### src/rtl/aluPkg.sv
// ====================
// execute unit package
// widths, opcodes and stage structs
// ====================
package aluPkg;

	typedef logic [15:0] word_t;	// data word
	typedef logic [7:0] byte_t;	// byte operand
	typedef logic [3:0] digit_t;	// one bcd digit
	typedef logic [4:0] aluOp_t;	// bit 0 selects byte form

	localparam int NUM_DIGITS = 4;	// bcd digits per word

	// word forms, the byte form adds one
	localparam aluOp_t OP_ADD  = 5'd0;
	localparam aluOp_t OP_ADDC = 5'd2;
	localparam aluOp_t OP_SUB  = 5'd4;
	localparam aluOp_t OP_SUBC = 5'd6;
	localparam aluOp_t OP_DADD = 5'd8;
	localparam aluOp_t OP_CMP  = 5'd10;
	localparam aluOp_t OP_XOR  = 5'd12;
	localparam aluOp_t OP_AND  = 5'd14;
	localparam aluOp_t OP_OR   = 5'd16;
	localparam aluOp_t OP_BIT  = 5'd18;
	localparam aluOp_t OP_BIC  = 5'd20;
	localparam aluOp_t OP_BIS  = 5'd22;
	localparam aluOp_t OP_SRA  = 5'd24;
	localparam aluOp_t OP_RRC  = 5'd26;

	localparam int OP_COUNT = 28;	// legal opcodes are below this

	// psw bits 4..0
	typedef struct packed {
		logic v;	// signed overflow
		logic s;	// held only
		logic n;	// negative
		logic z;	// zero
		logic c;	// carry / no borrow
	} flags_t;

	typedef struct packed {
		aluOp_t op;
		logic pswUpdate;	// write defined flags
		word_t src;
		word_t dst;
	} aluReq_t;

	// core result plus which flags the op defines
	typedef struct packed {
		word_t result;
		flags_t flags;
		logic cValid;
		logic vValid;
		logic nzValid;
	} aluOut_t;

endpackage
### src/rtl/executeUnit.sv
// ====================
// execute unit top
// ====================
`timescale 1ns/1ps

module executeUnit (
	input  logic E,
	input  logic rst_i,
	input  logic valid_i,
	input  aluPkg::aluReq_t req_i,
	input  logic pswLoad_i,
	input  aluPkg::word_t pswValue_i,
	output aluPkg::word_t result_o,
	output logic writeBack_o,
	output logic resultValid_o,
	output aluPkg::word_t psw_o
);
	import aluPkg::*;

	aluReq_t stageReq;
	logic stageValid;
	digit_t [NUM_DIGITS-1:0] dstDigit;
	digit_t [NUM_DIGITS-1:0] srcDigit;
	digit_t [NUM_DIGITS-1:0] digitSum;
	logic [NUM_DIGITS:0] carryChain;	// bit k feeds cell k
	aluOut_t coreOut;

	assign carryChain[0] = psw_o[0];	// decimal carry in is psw C

	operandStage operand_i (
		.E(E),
		.rst_i(rst_i),
		.valid_i(valid_i),
		.req_i(req_i),
		.stageReq_o(stageReq),
		.stageValid_o(stageValid),
		.dstDigit_o(dstDigit),
		.srcDigit_o(srcDigit)
	);

	aluCore core_i (
		.stageReq_i(stageReq),
		.psw_i(psw_o),
		.out_o(coreOut)
	);

	for (genvar k = 0; k < NUM_DIGITS; k++) begin : gDigit
		bcdDigit digit_i (
			.a_i(dstDigit[k]),
			.b_i(srcDigit[k]),
			.carry_i(carryChain[k]),
			.sum_o(digitSum[k]),
			.carry_o(carryChain[k+1])
		);
	end

	resultStage result_i (
		.E(E),
		.rst_i(rst_i),
		.stageReq_i(stageReq),
		.stageValid_i(stageValid),
		.core_i(coreOut),
		.digitSum_i(digitSum),
		.digitCarry_i(carryChain[NUM_DIGITS:1]),
		.pswLoad_i(pswLoad_i),
		.pswValue_i(pswValue_i),
		.result_o(result_o),
		.writeBack_o(writeBack_o),
		.resultValid_o(resultValid_o),
		.psw_o(psw_o)
	);

endmodule

### src/rtl/resultStage.sv
// ====================
// result stage
// result select, flag merge, psw and output registers
// ====================
`timescale 1ns/1ps

module resultStage (
	input  logic E,
	input  logic rst_i,
	input  aluPkg::aluReq_t stageReq_i,
	input  logic stageValid_i,
	input  aluPkg::aluOut_t core_i,
	input  aluPkg::digit_t [aluPkg::NUM_DIGITS-1:0] digitSum_i,
	input  logic [aluPkg::NUM_DIGITS-1:0] digitCarry_i,
	input  logic pswLoad_i,
	input  aluPkg::word_t pswValue_i,
	output aluPkg::word_t result_o,
	output logic writeBack_o,
	output logic resultValid_o,
	output aluPkg::word_t psw_o
);
	import aluPkg::*;

	aluOp_t baseOp;
	logic byteOp;
	logic isDadd;
	logic storesResult;	// cmp and bit only set flags
	word_t daddResult;
	logic daddCarry;
	word_t finalResult;
	flags_t oldFlags;
	flags_t newFlags;
	word_t nextPsw;

	always_comb begin
		baseOp = {stageReq_i.op[4:1], 1'b0};
		byteOp = stageReq_i.op[0];
		isDadd = (baseOp == OP_DADD);
		storesResult = !(baseOp inside {OP_CMP, OP_BIT});

		// byte dadd uses the low two digits only
		if (byteOp) begin
			daddResult = {stageReq_i.dst[15:8], digitSum_i[1], digitSum_i[0]};
			daddCarry = digitCarry_i[1];
		end else begin
			daddResult = word_t'(digitSum_i);
			daddCarry = digitCarry_i[NUM_DIGITS-1];
		end
		finalResult = isDadd ? daddResult : core_i.result;

		oldFlags = flags_t'(psw_o[4:0]);
		newFlags = oldFlags;	// undefined flags are kept
		if (stageValid_i && stageReq_i.pswUpdate) begin
			if (core_i.cValid) begin
				newFlags.c = isDadd ? daddCarry : core_i.flags.c;
			end
			if (core_i.vValid) begin
				newFlags.v = core_i.flags.v;
			end
			if (core_i.nzValid) begin
				newFlags.n = core_i.flags.n;
				newFlags.z = core_i.flags.z;
			end
		end
		nextPsw = {psw_o[15:5], newFlags};
	end

	always_ff @(posedge E) begin
		if (rst_i) begin
			resultValid_o <= 1'b0;
			writeBack_o <= 1'b0;
			psw_o <= '0;
		end else begin
			resultValid_o <= stageValid_i;
			writeBack_o <= stageValid_i && storesResult;
			psw_o <= pswLoad_i ? pswValue_i : nextPsw;	// a load beats the flag write
		end
	end

	always_ff @(posedge E) begin
		if (stageValid_i) begin
			result_o <= finalResult;
		end
	end

	// no result leaves in the first cycle after reset
	resetQuiet: assert property (
		@(posedge E) $fell(rst_i) |=> !resultValid_o && !writeBack_o
	);

endmodule

### src/rtl/aluCore.sv
// ====================
// binary alu core
// arithmetic, logic, bit and shift ops with flag candidates
// ====================
`timescale 1ns/1ps

module aluCore (
	input  aluPkg::aluReq_t stageReq_i,
	input  aluPkg::word_t psw_i,
	output aluPkg::aluOut_t out_o
);
	import aluPkg::*;

	aluOp_t baseOp;	// word-form opcode
	logic byteOp;
	word_t dst;
	word_t src;
	word_t addB;	// second adder operand, inverted for subtracts
	logic addCin;
	logic [16:0] wordSum;
	logic [8:0] byteSum;
	logic [3:0] bitNum;
	word_t bitMask;
	logic shiftIn;	// bit entering at the top on a right shift
	byte_t shiftByte;
	word_t raw;	// op result before the high byte merge
	word_t res;
	logic signDst;
	logic signB;
	logic signRes;

	always_comb begin
		baseOp = {stageReq_i.op[4:1], 1'b0};
		byteOp = stageReq_i.op[0];
		dst = stageReq_i.dst;
		src = stageReq_i.src;

		// subtract is dst + ~src + carry
		addB = (baseOp inside {OP_SUB, OP_SUBC, OP_CMP}) ? ~src : src;
		case (baseOp)
			OP_ADDC, OP_SUBC: addCin = psw_i[0];
			OP_SUB, OP_CMP: addCin = 1'b1;
			default: addCin = 1'b0;
		endcase
		wordSum = {1'b0, dst} + {1'b0, addB} + 17'(addCin);
		byteSum = {1'b0, dst[7:0]} + {1'b0, addB[7:0]} + 9'(addCin);

		// bit number capped at the top bit of the form
		if (byteOp) begin
			bitNum = (src > 16'd7) ? 4'd7 : src[3:0];
		end else begin
			bitNum = (src > 16'd15) ? 4'd15 : src[3:0];
		end
		bitMask = word_t'(1) << bitNum;

		// sra copies the sign, rrc pulls in C
		if (baseOp == OP_SRA) begin
			shiftIn = byteOp ? dst[7] : dst[15];
		end else begin
			shiftIn = psw_i[0];
		end
		shiftByte = {shiftIn, dst[7:1]};

		out_o = '0;
		raw = dst;	// dadd result is built downstream
		case (baseOp)
			OP_ADD, OP_ADDC, OP_SUB, OP_SUBC, OP_CMP: begin
				raw = byteOp ? {8'h00, byteSum[7:0]} : wordSum[15:0];
				out_o.flags.c = byteOp ? byteSum[8] : wordSum[16];
				out_o.cValid = 1'b1;
				out_o.vValid = 1'b1;
				out_o.nzValid = 1'b1;
			end
			OP_DADD: out_o.cValid = 1'b1;	// carry comes from the digit chain
			OP_XOR: begin
				raw = dst ^ src;
				out_o.nzValid = 1'b1;
			end
			OP_AND: begin
				raw = dst & src;
				out_o.nzValid = 1'b1;
			end
			OP_OR: begin
				raw = dst | src;
				out_o.nzValid = 1'b1;
			end
			OP_BIT: begin
				raw = dst & bitMask;
				out_o.nzValid = 1'b1;
			end
			OP_BIC: begin
				raw = dst & ~bitMask;
				out_o.nzValid = 1'b1;
			end
			OP_BIS: begin
				raw = dst | bitMask;
				out_o.nzValid = 1'b1;
			end
			OP_SRA: raw = byteOp ? {8'h00, shiftByte} : {shiftIn, dst[15:1]};	// flags untouched
			OP_RRC: begin
				raw = byteOp ? {8'h00, shiftByte} : {shiftIn, dst[15:1]};
				out_o.flags.c = dst[0];	// old lsb out to C
				out_o.cValid = 1'b1;
			end
			default: ;
		endcase

		res = byteOp ? {dst[15:8], raw[7:0]} : raw;	// byte form keeps dst high byte

		// overflow when like signs give an unlike result
		signDst = byteOp ? dst[7] : dst[15];
		signB = byteOp ? addB[7] : addB[15];
		signRes = byteOp ? res[7] : res[15];
		out_o.flags.v = (signDst == signB) && (signRes != signDst);
		out_o.flags.n = signRes;
		out_o.flags.z = byteOp ? (res[7:0] == 8'h00) : (res == 16'h0000);
		out_o.result = res;
	end

endmodule

### src/rtl/bcdDigit.sv
// ====================
// one bcd digit adder cell
// ====================
`timescale 1ns/1ps

module bcdDigit (
	input  aluPkg::digit_t a_i,
	input  aluPkg::digit_t b_i,
	input  logic carry_i,
	output aluPkg::digit_t sum_o,
	output logic carry_o
);

	logic [4:0] rawSum;	// binary sum, up to 19 for valid digits
	logic decCarry;

	always_comb begin
		rawSum = {1'b0, a_i} + {1'b0, b_i} + {4'd0, carry_i};
		decCarry = (rawSum > 5'd9);	// past nine wraps to next digit
		if (decCarry) begin
			sum_o = 4'(rawSum - 5'd10);
		end else begin
			sum_o = rawSum[3:0];
		end
		carry_o = decCarry;
	end

endmodule

### src/rtl/operandStage.sv
// ====================
// operand stage register
// and bcd digit split
// ====================
`timescale 1ns/1ps

module operandStage (
	input  logic E,
	input  logic rst_i,
	input  logic valid_i,
	input  aluPkg::aluReq_t req_i,
	output aluPkg::aluReq_t stageReq_o,
	output logic stageValid_o,
	output aluPkg::digit_t [aluPkg::NUM_DIGITS-1:0] dstDigit_o,
	output aluPkg::digit_t [aluPkg::NUM_DIGITS-1:0] srcDigit_o
);
	import aluPkg::*;

	// stage valid bit
	always_ff @(posedge E) begin
		if (rst_i) begin
			stageValid_o <= 1'b0;
		end else begin
			stageValid_o <= valid_i;
		end
	end

	// request payload holds while idle
	always_ff @(posedge E) begin
		if (valid_i) begin
			stageReq_o <= req_i;
		end
	end

	// digit k covers word bits 4k+3 down to 4k
	always_comb begin
		for (int k = 0; k < NUM_DIGITS; k++) begin
			dstDigit_o[k] = stageReq_o.dst[4*k +: 4];
			srcDigit_o[k] = stageReq_o.src[4*k +: 4];
		end
	end

	// an accepted request carries a legal opcode into the stage
	validOpcode: assert property (
		@(posedge E) disable iff (rst_i)
		valid_i |=> (stageReq_o.op < OP_COUNT)
	);

endmodule

### config.mk
export PLATFORM = sky130hd
export DESIGN_NAME = executeUnit
export DESIGN_NICKNAME = d
export VERILOG_FILES = /design/src/rtl/aluPkg.sv /design/src/rtl/executeUnit.sv /design/src/rtl/resultStage.sv /design/src/rtl/aluCore.sv /design/src/rtl/bcdDigit.sv /design/src/rtl/operandStage.sv
export SDC_FILE = /design/constraint.sdc
export NUM_CORES = 1
export LEC_CHECK = 0
export BUFFER_PORTS_ARGS = -buffer_cell sky130_fd_sc_hd__buf_2
export CORE_MARGIN = 10
export CORE_UTILIZATION = 25
export DETAILED_ROUTE_END_ITERATION = 6
export GPL_TIMING_DRIVEN = 0
export HOLD_SLACK_MARGIN = 0.08
export PLACE_DENSITY = 0.37
export SYNTH_ARGS = -nofsm -noshare
export SYNTH_HDL_FRONTEND = slang
export SYNTH_HIERARCHICAL = 1
export SYNTH_SLANG_ARGS = --single-unit
export TNS_END_PERCENT = 10
### constraint.sdc
create_clock -name E -period 13.4 [get_ports E]
set_clock_uncertainty 0.15 [all_clocks]
set_input_delay 4.02 -clock E [delete_from_list [all_inputs] [get_ports E]]
set_output_delay 4.02 -clock E [all_outputs]
set_load 0.01 [all_outputs]
==> results of run 1 <==
-- layout make-up --
| cell class | instances | area [um^2] | share of cell area |
|---|---|---|---|
| buffer | 74 | 429 | 0.0535 |
| inverter | 21 | 78.8 | 0.00982 |
| multi-input combinational | 574 | 4320 | 0.538 |
| clock buffer | 10 | 229 | 0.0285 |
| clock inverter | 6 | 90.1 | 0.0112 |
| timing repair buffer | 91 | 455 | 0.0567 |
| tap | 341 | 427 | 0.0531 |
| sequential | 73 | 2000 | 0.249 |
-- report_power, final --
part,internal [mW],total (mW),switching [mW]
Clock,0.164,0.269,0.105
Combinational,0.177,0.428,0.251
Sequential,0.267,0.282,0.0144
Total,0.608,0.979,0.371
-- registers in the layout, indices dropped and copies added (netlist names) --
register,flops
result_i/result_o,16
operand_i/stageReq_o,6
operand_i/dstDigit_o,16
result_i/psw_o,16
operand_i/stageValid_o,1
result_i/resultValid_o,1
result_i/writeBack_o,1
operand_i/srcDigit_o,16
-- worst min path at each step --
stage                        from            endpoint  slack, ns  cells past startpoint
6_report       result_i/psw_o[15]  result_i/psw_o[15]       0.33                      2
5_1_grt        result_i/psw_o[10]  result_i/psw_o[10]       0.38                      2
4_1_cts        result_i/psw_o[12]  result_i/psw_o[12]       0.34                      2
3_5_place_dp   result_i/psw_o[12]  result_i/psw_o[12]       0.33                      2
3_3_place_gp   result_i/psw_o[15]  result_i/psw_o[15]       0.32                      2
2_1_floorplan   result_i/psw_o[3]   result_i/psw_o[3]       0.38                      2
-- worst max-delay path, stage by stage (launching register included) --
cell       delay, ns
edfxtp_1        0.43
fa_1            0.48
fa_1            0.42
xnor2_1         0.25
ha_1            0.24
a31o_1          0.18
o31ai_4         0.12
fa_1            0.45
fa_1            0.43
xnor2_1         0.26
ha_1            0.25
a31o_1          0.19
o31ai_4         0.14
fa_1            0.45
fa_1            0.42
xnor2_1         0.28
ha_1            0.24
a31o_1          0.18
o31ai_4         0.12
fa_1            0.44
fa_1            0.42
xnor2_1         0.18
ha_1            0.24
a31o_1          0.23
a2111oi_0       0.43
nor2b_1         0.10
mux2i_1         0.29
a21oi_1         0.12
-- per-stage QoR --
step           area [um^2]  hold slack (ns)
2_1_floorplan         6820            0.381
3_3_place_gp          7700            0.318
3_5_place_dp          7710            0.328
4_1_cts               8030            0.345
5_1_grt               8030            0.377
6_report              8030            0.335
-- layer usage --
metal | share of wire | vias up | routed length, um | GRT usage
met2 | 0.46 | 218 | 11500 | 0.227
met1 | 0.47 | 3015 | 11800 | 0.201
li1 | - | 2999 | - | -
met4 | 0.016 | 0 | 399 | 0.0345
met3 | 0.061 | 21 | 1530 | 0.0308
met5 | 0 | - | 0 | 0
==> run summary, run 1 <==
The run gives 0 as the number of pins exceeding their max-slew limit in the final report. The start-to-end type of the worst setup path was reg2reg. The total global routing track utilization is 0.146.

Clock latency on the worst-skew pair, taken at its later pin, is 0.35 ns. The tools report the setup slack at placement as 5.01 ns. The run gives 0.00682 mm^2 as the synthesized cell area. The slew at the pin closest to its max-slew limit was 1.27 ns. Including well taps, the total number of placed cells is 1,174. For the row count, the log shows 60.

The die covers 0.0343 mm^2. In the routed layout, each cell is associated on average with a via count of 5.25. The Yosys step of the flow raised 6 warnings. VDD sags by at most 0.0503 mV. The relative slew slack came out at 0.139. Data on the critical path is required at its endpoint by 13.34 ns.

The endpoint arrival time on the critical path came out at 8.35 ns. The power per cell area is 122 mW/mm^2. TritonCTS built the clock tree. STA classifies the critical path startpoint as a register.

The run gives 0.0269 mm^2 as the placeable core area. At the end of the flow, the number of nets in the layout was 943. The overall die height is 185 um, and the count of vias placed by the detailed router is 6,253. Following the worst setup path forward leads to its endpoint at result_i/result_o[15]. The run gives 9 as the total CTS buffers. The worst register-to-register path begins at operand_i/dstDigit_o[0]. The clock passes through at most 2 buffers. Most common cell after layout, fill and taps aside: buf_2. Clock-pin transition on the worst setup and hold timing paths: 0.06 ns. The final core area utilization was 0.299; the largest driver fanout on the critical path was 4. The pin count of the biggest net entering global routing is 40, and the count of final setup violators is 0. For this design the top-level I/O count stands at 92.

The maximum clock frequency was 119 MHz; the remaining design rule violation count was 0. The number of global-route vias before repair was 6,191; the die width was 185 um. The routability-driven placement congestion ratio came out at 0.892.

For this run, the number of standard cells in the final layout without fillers is 1,190. The tools report the end of the worst register-to-register path as result_i/result_o[15]. The H-tree was split into 3 levels.

The critical path startpoint was operand_i/dstDigit_o[0]. For the final total negative setup slack, the log shows 0 ns. For the number of max-capacitance violations reported, the log shows 0. The logs give 3.23 nW for the leakage component of the power and 25.2 mm for the total length of routed wires.

The clock root buffer is clkbuf_16. The fraction of final layout cells with drive strength greater than 1 was 0.230; the first-iteration detailed-routing DRC count was 476. Counting every net in the synthesized netlist gives 841. The setup check on the worst reg-to-reg path leaves a slack of 4.98 ns. The initial antenna violation count came out at 0.

The library cells used most frequently in the layout, excluding fill and tap cells, are 98 x buf_2, 54 x nor2_1, 54 x edfxtp_1. In the post-route analysis, the smallest setup slack over all paths is 4.98 ns. Once detailed placement completed, the half-perimeter wirelength came to 19.9 mm. Before antenna repair, the detailed router went through 5 iterations. The number of fillers in the final layout came out at 2,877.

The first global-routing pass estimated 38.2 mm of wire. In this run the worst hold path is classified as reg2reg. The total of hold buffers inserted after clock tree synthesis is 0, and the clock sink count is 73. After clock tree synthesis, the repair step resized 0 gates.

The average detailed-routed wire length per instance came out at 21.2 um. The post-CTS setup buffer count is 0, and the antenna cell count is 0. The area growth from synthesis to layout is 17.8%. Overall power of the completed layout: 979 uW. For the number of standard cells after synthesis, the log shows 742.

Port buffering added 91 buffers. STA classifies the critical path endpoint as a register. The logs give 0 for the residual antenna-violating net count after detailed routing and 0 for the count of final hold-check violations. The flow ran to the end, and the final reports show no timing, DRC or antenna violations. The initial standard-cell utilization of the core is 0.254. The routed design could run at a clock period as short as 8.42 ns. The part of the cycle the worst path needs is 0.628.

Setup repair after global routing left no endpoint under its margin. The total overflow left after global routing is 0. The average cell area after synthesis is 9.19 um^2.

Logic depth of the worst register-to-register path: 27.
Note: power is estimated with default switching activity, not from simulation.
==> run 2, diff against run 1 <==
--- a/config.mk
+++ b/config.mk
@@ -5,13 +5,14 @@
 export SDC_FILE = /design/constraint.sdc
 export NUM_CORES = 1
 export LEC_CHECK = 0
+export ABC_AREA = 1
 export BUFFER_PORTS_ARGS = -buffer_cell sky130_fd_sc_hd__buf_2
 export CORE_MARGIN = 10
 export CORE_UTILIZATION = 25
 export DETAILED_ROUTE_END_ITERATION = 6
 export GPL_TIMING_DRIVEN = 0
 export HOLD_SLACK_MARGIN = 0.08
-export PLACE_DENSITY = 0.37
+export PLACE_DENSITY = 0.38
 export SYNTH_ARGS = -nofsm -noshare
 export SYNTH_HDL_FRONTEND = slang
 export SYNTH_HIERARCHICAL = 1
==> constraint.sdc (replaced) <==
create_clock -name E -period 7.3 [get_ports E]
set_clock_uncertainty 0.15 [all_clocks]
set_input_delay 2.19 -clock E [delete_from_list [all_inputs] [get_ports E]]
set_output_delay 2.19 -clock E [all_outputs]
set_load 0.01 [all_outputs]
==> run 2 against run 1 <==
First-iteration DRC count rose by 5.9%. Critical path type unchanged. Combinational power grew 93%. Via count rose by 11%. Setup slack got worse by 4.6 ns. Wire length is 0.28% higher. Non-clock buffer count fell by 19. Register-to-register slack lost 4.6 ns. Die area increased by 4.9%. Largest power group unchanged.
==> run summary, run 2 <==
The run finished with clean final reports. The hold path startpoint is result_i/psw_o[4]. The first-pass GRT wire length is 39.1 mm. Cell repeated most along the worst path: nand2_4.

Maximum clock frequency: 145 MHz. Across all register-to-register paths, the minimum setup slack is 0.42 ns. Count of final hold-check violations: 0. Setup violations remaining at the end of the flow were counted as 0. The tools report the end of the worst register-to-register path as result_i/result_o[14].

In the layout the commonest cells are 289 x nand2_1, 127 x inv_1, 108 x nand3_1. STA classifies the critical path startpoint as a register. In this run the critical register-to-register path is launched from operand_i/srcDigit_o[0]. The total length of routed wires was 25.3 mm; the initial antenna violation count was 0. After layout, the minimum clock period comes to 6.88 ns. The total congestion overflow is 0, and the number of detailed-route iterations in the first pass is 5. The repair_antennas step left the layout with diodes totalling 0. The worst register-to-register path has a depth of 36. After clock tree synthesis, the clock-pin slew on the worst setup and hold paths is 0.06 ns. At the end of routability-driven placement, the weighted congestion stood at 0.869.

Number of global-route vias before repair: 6,803. Along the worst path, the maximum fanout reaches 5. The average cell area after synthesis came out at 6.81 um^2. The residual antenna-violating net count after detailed routing was 0; the endpoint arrival time on the critical path was 6.83 ns.

The overall die height is 190 um, and the die width is 190 um. At the later pin of the worst-skew pair, clock insertion delay measures 0.36 ns. The part of the cycle the worst path needs is 0.942. The number of buffer cells added on primary ports was 90.

Relative slew slack: 0.352. The worst hold path terminates at result_i/psw_o[4]. In this run the worst hold path is classified as reg2reg.

The number of standard cells after synthesis was 1,056. The start-to-end type of the worst setup path is reg2reg. The wire-length estimate of the detail-placed layout is 20.7 mm.

The run gives 0.116 mV as the largest vdd supply drop. Entering global routing, the biggest net connects 40 pins. The number of max-capacitance violations reported is 0.

The placed instances occupy a cell area of 0.00812 mm^2. For this run, the slowest stage of the critical path takes 0.52 ns. Summed over all failing endpoints, the final setup total negative slack is 0 ns. The area of the die was 0.0359 mm^2; the number of fillers in the final layout was 3,276.

Post-layout instance area: 0.00846 mm^2. The tools report the count of vias placed by the detailed router as 6,966. During synthesis, Yosys emitted a total of 6 warnings. The average detailed-routed wire length per instance was 16.3 um; the clock sink count was 73. Setup repair after global routing left no endpoint under its margin. The worst hold path passes through 2 cells. In this run the deepest clock path goes through 2 buffers. The fraction of final layout cells with drive strength greater than 1 is 0.221. The first-iteration detailed-routing DRC count was 504; the placeable core area was 0.0285 mm^2.

For the number of pins exceeding their max-slew limit in the final report, the log shows 0. Tracing the worst setup path back leads to its startpoint at operand_i/srcDigit_o[0]. The tools report the remaining design rule violation count as 0. The run gives 0.252 as the initial standard-cell utilization of the core.

The area growth from synthesis to layout is 17.6%, and the synthesized netlist net count is 1,155. TritonCTS built the clock tree. The tools report the total global routing track utilization as 0.140. For the level count of the clock H-tree, the log shows 3.

The total CTS buffers was 9. On the critical path, the stage with the largest delay is an instance of fa_1. Summing every instance area after synthesis gives 0.00719 mm^2. Summed over all cells, the static leakage comes to 4.09 nW. The routed via count divided by cell count works out to 4.50. At the worst endpoint, the required time is 7.25 ns. The row count was 62; the slew at the pin closest to its max-slew limit was 0.971 ns. In this run the clock root is driven by a clkbuf_16. The run gives 1,259 as the final net count.

The worst setup path is captured at a register. The library cell used most frequently in the layout, excluding fill and tap cells, is nand2_1. 92 I/O pins were placed. For this design the ratio of total power to cell area is 207 mW/mm^2.
[run 2: worst max path at each step]
| stage | end | slack [ns] | cells after the start |
|---|---|---|---|
| finish | result_i/result_o[14] | 0.42 | 36 |
| detailed placement | result_i/result_o[15] | -0.17 | 38 |
| floorplan | result_i/result_o[13] | 0.43 | 38 |
| global route | result_i/result_o[14] | 0.02 | 36 |
| CTS | result_i/result_o[15] | 0.04 | 38 |
| global placement | result_i/result_o[15] | -0.20 | 38 |
[run 2: report_power, final]
group / internal [mW] / switching [mW]
Clock: 0.228 / 0.178
Sequential: 0.490 / 0.0268
Combinational: 0.304 / 0.522
Total: 1.02 / 0.727
[run 2: layout make-up]
| cell class | count | area [um^2] | area share |
|---|---|---|---|
| clock buffers | 12 | 236 | 0.0280 |
| inverters | 146 | 551 | 0.0651 |
| plain buffers | 53 | 379 | 0.0448 |
| multi-input cells | 784 | 4310 | 0.510 |
| repair buffers | 93 | 473 | 0.0559 |
| well taps | 384 | 480 | 0.0568 |
| clock inverters | 4 | 20.0 | 0.00237 |
| flip-flops and latches | 73 | 2000 | 0.237 |
[run 2: repair_timing]
item	4_1_cts	5_1_grt
setup endpoints to repair	4	4
resized for setup	5	8
hold buffers	0	0
pin swaps	0	1
setup buffers	1	2
[run 2: worst max-delay path: cells and delay by family (launching register included)]
kind,cells,cell delay [ns]
buffers and inverters,3,0.30
flip-flops,1,0.43
adder cells (fa/ha/maj),12,4.02
AO/OA/AOI/OAI,6,0.50
AND/OR/NAND/NOR,15,1.22
[run 2: per-stage QoR]
stage	power [mW]	utilization	setup slack, ns	hold slack [ns]	instances
after floorplan	1.11	-	0.433	0.340	1056
after global placement	1.34	0.284	-0.202	0.311	1530
after detailed placement	1.34	0.284	-0.165	0.318	1530
after CTS	1.76	0.294	0.0417	0.327	1547
after global routing	1.90	0.296	0.0198	0.353	1549
final	1.75	0.296	0.422	0.331	1549
[run 2: metal layers]
layer  part of all wire  vias to the layer above  global-route usage
met1               0.49                     3200               0.197
met4              0.014                        0              0.0336
met5                  0                        -                   0
li1                   -                     3611                   -
met3              0.039                       17              0.0225
met2               0.46                      138               0.218
==> run 3, diff against run 2 <==
--- a/config.mk
+++ b/config.mk
@@ -5,14 +5,14 @@
 export SDC_FILE = /design/constraint.sdc
 export NUM_CORES = 1
 export LEC_CHECK = 0
-export ABC_AREA = 1
 export BUFFER_PORTS_ARGS = -buffer_cell sky130_fd_sc_hd__buf_2
+export CAP_MARGIN = 0
 export CORE_MARGIN = 10
 export CORE_UTILIZATION = 25
 export DETAILED_ROUTE_END_ITERATION = 6
 export GPL_TIMING_DRIVEN = 0
 export HOLD_SLACK_MARGIN = 0.08
-export PLACE_DENSITY = 0.38
+export PLACE_DENSITY = 0.39
 export SYNTH_ARGS = -nofsm -noshare
 export SYNTH_HDL_FRONTEND = slang
 export SYNTH_HIERARCHICAL = 1
==> run 3 against run 2 <==
The run now ends with negative setup slack left. Largest power group unchanged. Sequential share of layout area up 0.21 points. Count of clock-buffer cells in the layout unchanged. Utilization up 1.6 points. Sequential power about the same. Highest routed layer unchanged. Global-route usage up 0.76 points. Register-to-register slack worse by 0.49 ns.
==> run summary, run 3 (same netlist as run 1, synthesis figures left out) <==
The clock tree buffer depth was 2. In this run, CTS created clock tree buffers numbering 9. STA classifies the critical path endpoint as a register. The slew at the pin closest to its max-slew limit was 1.37 ns; the die width was 185 um. The cell repeated most along the worst path is fa_2. Among all stages on the critical path, the largest delay is contributed by fa_2.

The maximum single-stage delay on the critical path was 0.46 ns. In this run the critical register-to-register path is launched from operand_i/dstDigit_o[0]. For this design the total switching power over the nets is 716 uW. The run gives 1 as the count of final setup violators. The final reports fail on negative setup slack. The worst slack on hold paths was 0.341 ns. The tools report the clock root buffer as clkbuf_16.

The tools report the least setup slack across all paths after layout as -0.0656 ns. The critical path is of the reg2reg type. The tool flagged a number of max-cap violations equal to 0. After legalization and detailed placement, the total HPWL measured 19.5 mm. Setup repair after global routing could not meet its margin everywhere.

For the clock sink count, the log shows 73. The clock-pin transition on the worst setup and hold timing paths was 0.06 ns; the post-layout minimum cycle time was 7.37 ns. The switching power as a share of total power was 0.379. Relative to the synthesized area, the layout overhead comes to 23.0%. The relative slew slack is 0.0714, and the leakage component of the power is 3.37 nW. The total global routing track utilization was 0.148; the total length of routed wires was 25.7 mm.

The initial standard-cell utilization of the core was 0.254; the area used by sequential logic in the layout was 0.00200 mm^2. Summing all multi-input logic gate instances after layout gives 0.00454 mm^2. Number of global-route vias before repair: 6,281.

Entering global routing, the biggest net connects 40 pins. The count of final hold-check violations came out at 0. 0 antenna diodes ended up in the layout.

The proportion of power drawn by combinational gates was 0.490; the residual antenna-violating net count after detailed routing was 0. The fraction of final layout cells with drive strength greater than 1 is 0.284. For the worst setup path, the data required time is 7.40 ns.

The count of vias placed by the detailed router came out at 6,349. The area of the die came out at 0.0343 mm^2. The most critical setup path has its startpoint at operand_i/dstDigit_o[0]. The part of the cycle the worst path needs was 1.01. The run gives 0.235 as the clock share of power.

The number of fillers in the final layout was 2,879. The largest driver fanout on the critical path is 3. The logs give 0 for the number of pins exceeding their max-slew limit in the final report and 5 for the number of detailed-route iterations in the first pass.

Most common cell after layout, fill and taps aside: buf_2. For the first-iteration detailed-routing DRC count, the log shows 534. Endpoint arrival time on the critical path: 7.47 ns.

The worst setup path is launched from a register. The total congestion overflow is 0, and the number of buffer cells added on primary ports is 91. The power per cell area is 225 mW/mm^2.

In the routed design, unresolved DRC markers number 0. For this run, the post-layout net count is 963. The average detailed-routed wire length per instance is 21.3 um, and the routability-driven placement congestion ratio is 0.891. Row generation in the floorplan step produced 60 rows. The run gives 0 as the initial antenna violation count.

Dividing the detail-routed via count by the number of cells gives 5.25. Placeable core area: 0.0269 mm^2. Internal power: 1.17 mW. The insertion delay to the later sink of the worst-skew pair was 0.35 ns. The first global-routing pass estimated 38.5 mm of wire. The run gives 1.89 mW as the overall power of the completed layout. The final total negative setup slack came out at -0.0656 ns.

The total of hold buffers inserted after clock tree synthesis was 0; the level count of the clock H-tree was 3. For the part of the total power dissipated in sequential elements, the log shows 0.274. The flow ran to the end, but the final reports show violations. In this run the worst hold path is classified as reg2reg. In this run the most critical hold path is launched from result_i/psw_o[5]. In the layout the commonest cells are 99 x buf_2, 54 x edfxtp_1, 53 x nor2_1. IR analysis of the VDD net gives a maximum drop of 0.0999 mV. The maximum clock frequency is 136 MHz, and the number of ports placed on the die boundary is 92. TritonCTS built the clock tree. The overall die height is 185 um.
==> run 3: cell types whose count changed in the layout (fill, tap and decap cells not counted), moves of 16 or more <==
| cell | delta |
|---|---|
| clkbuf_1 | +24 |
| mux2_2 | +16 |
| mux2i_1 | +37 |
| nand2_2 | -22 |
| nor2_1 | -43 |
| nand2_1 | -256 |
| nand3_1 | -87 |
| inv_1 | -111 |
==> run 3: cell type report <==
cell class	count	area share
Clock buffer	12	0.0319
Tap cell	341	0.0509
Timing Repair Buffer	111	0.0732
Inverter	21	0.00941
Multi-Input combinational cell	574	0.541
Clock inverter	4	0.00299
Buffer	74	0.0514
Sequential cell	73	0.239
==> run 3: power by group through the flow <==
stage	Clock (mW)	Sequential, mW	Combinational (mW)
detailed placement	0	0.527	0.781
CTS	0.469	0.519	0.847
floorplan	0	0.528	0.553
finish	0.445	0.518	0.927
global route	0.477	0.522	1.01
global placement	0	0.527	0.784
==> run 3: path summary, 6_finish.rpt <==
kind	to	slack [ns]	depth (start not counted)
worst max register to register	result_i/psw_o[0]	-0.07	27
worst max-delay path	result_i/psw_o[0]	-0.07	27
worst min register to register	result_i/psw_o[5]	0.34	2
worst min-delay path	result_i/psw_o[5]	0.34	2
==> run 3: layer usage <==
metal	up-vias	routed length (um)	global-route usage
met5	-	0	0
met4	0	422	0.0410
met3	20	1210	0.0216
met2	191	11900	0.236
met1	3086	12200	0.202
li1	3052	-	-
==> run 3: repair_timing <==
action / 4_1_cts / 5_1_grt
gates resized for setup: 27 / 15
buffers inserted: 9 / 11
pin swaps: 14 / 24
setup endpoints to repair: 6 / 5
==> run 3: worst max-delay path, delay by kind of cell (launching register included) <==
kind | cells | cell delay, ns
multiplexers | 2 | 0.31
AO/OA/AOI/OAI | 9 | 1.79
flip-flops | 1 | 0.43
buffers and inverters | 2 | 0.19
XOR/XNOR | 3 | 0.56
adder cells (fa/ha/maj) | 11 | 3.82
==> run 3: through the flow <==
step           instances  area (um^2)  worst slack [ns]  utilization
3_3_place_gp        1174         7730             -1.01        0.288
4_1_cts             1199         8200           -0.0369        0.305
2_1_floorplan        742         6850            0.0376            -
6_report            1210         8380           -0.0656        0.312
3_5_place_dp        1174         7740            -0.855        0.288
5_1_grt             1210         8380            -0.322        0.312
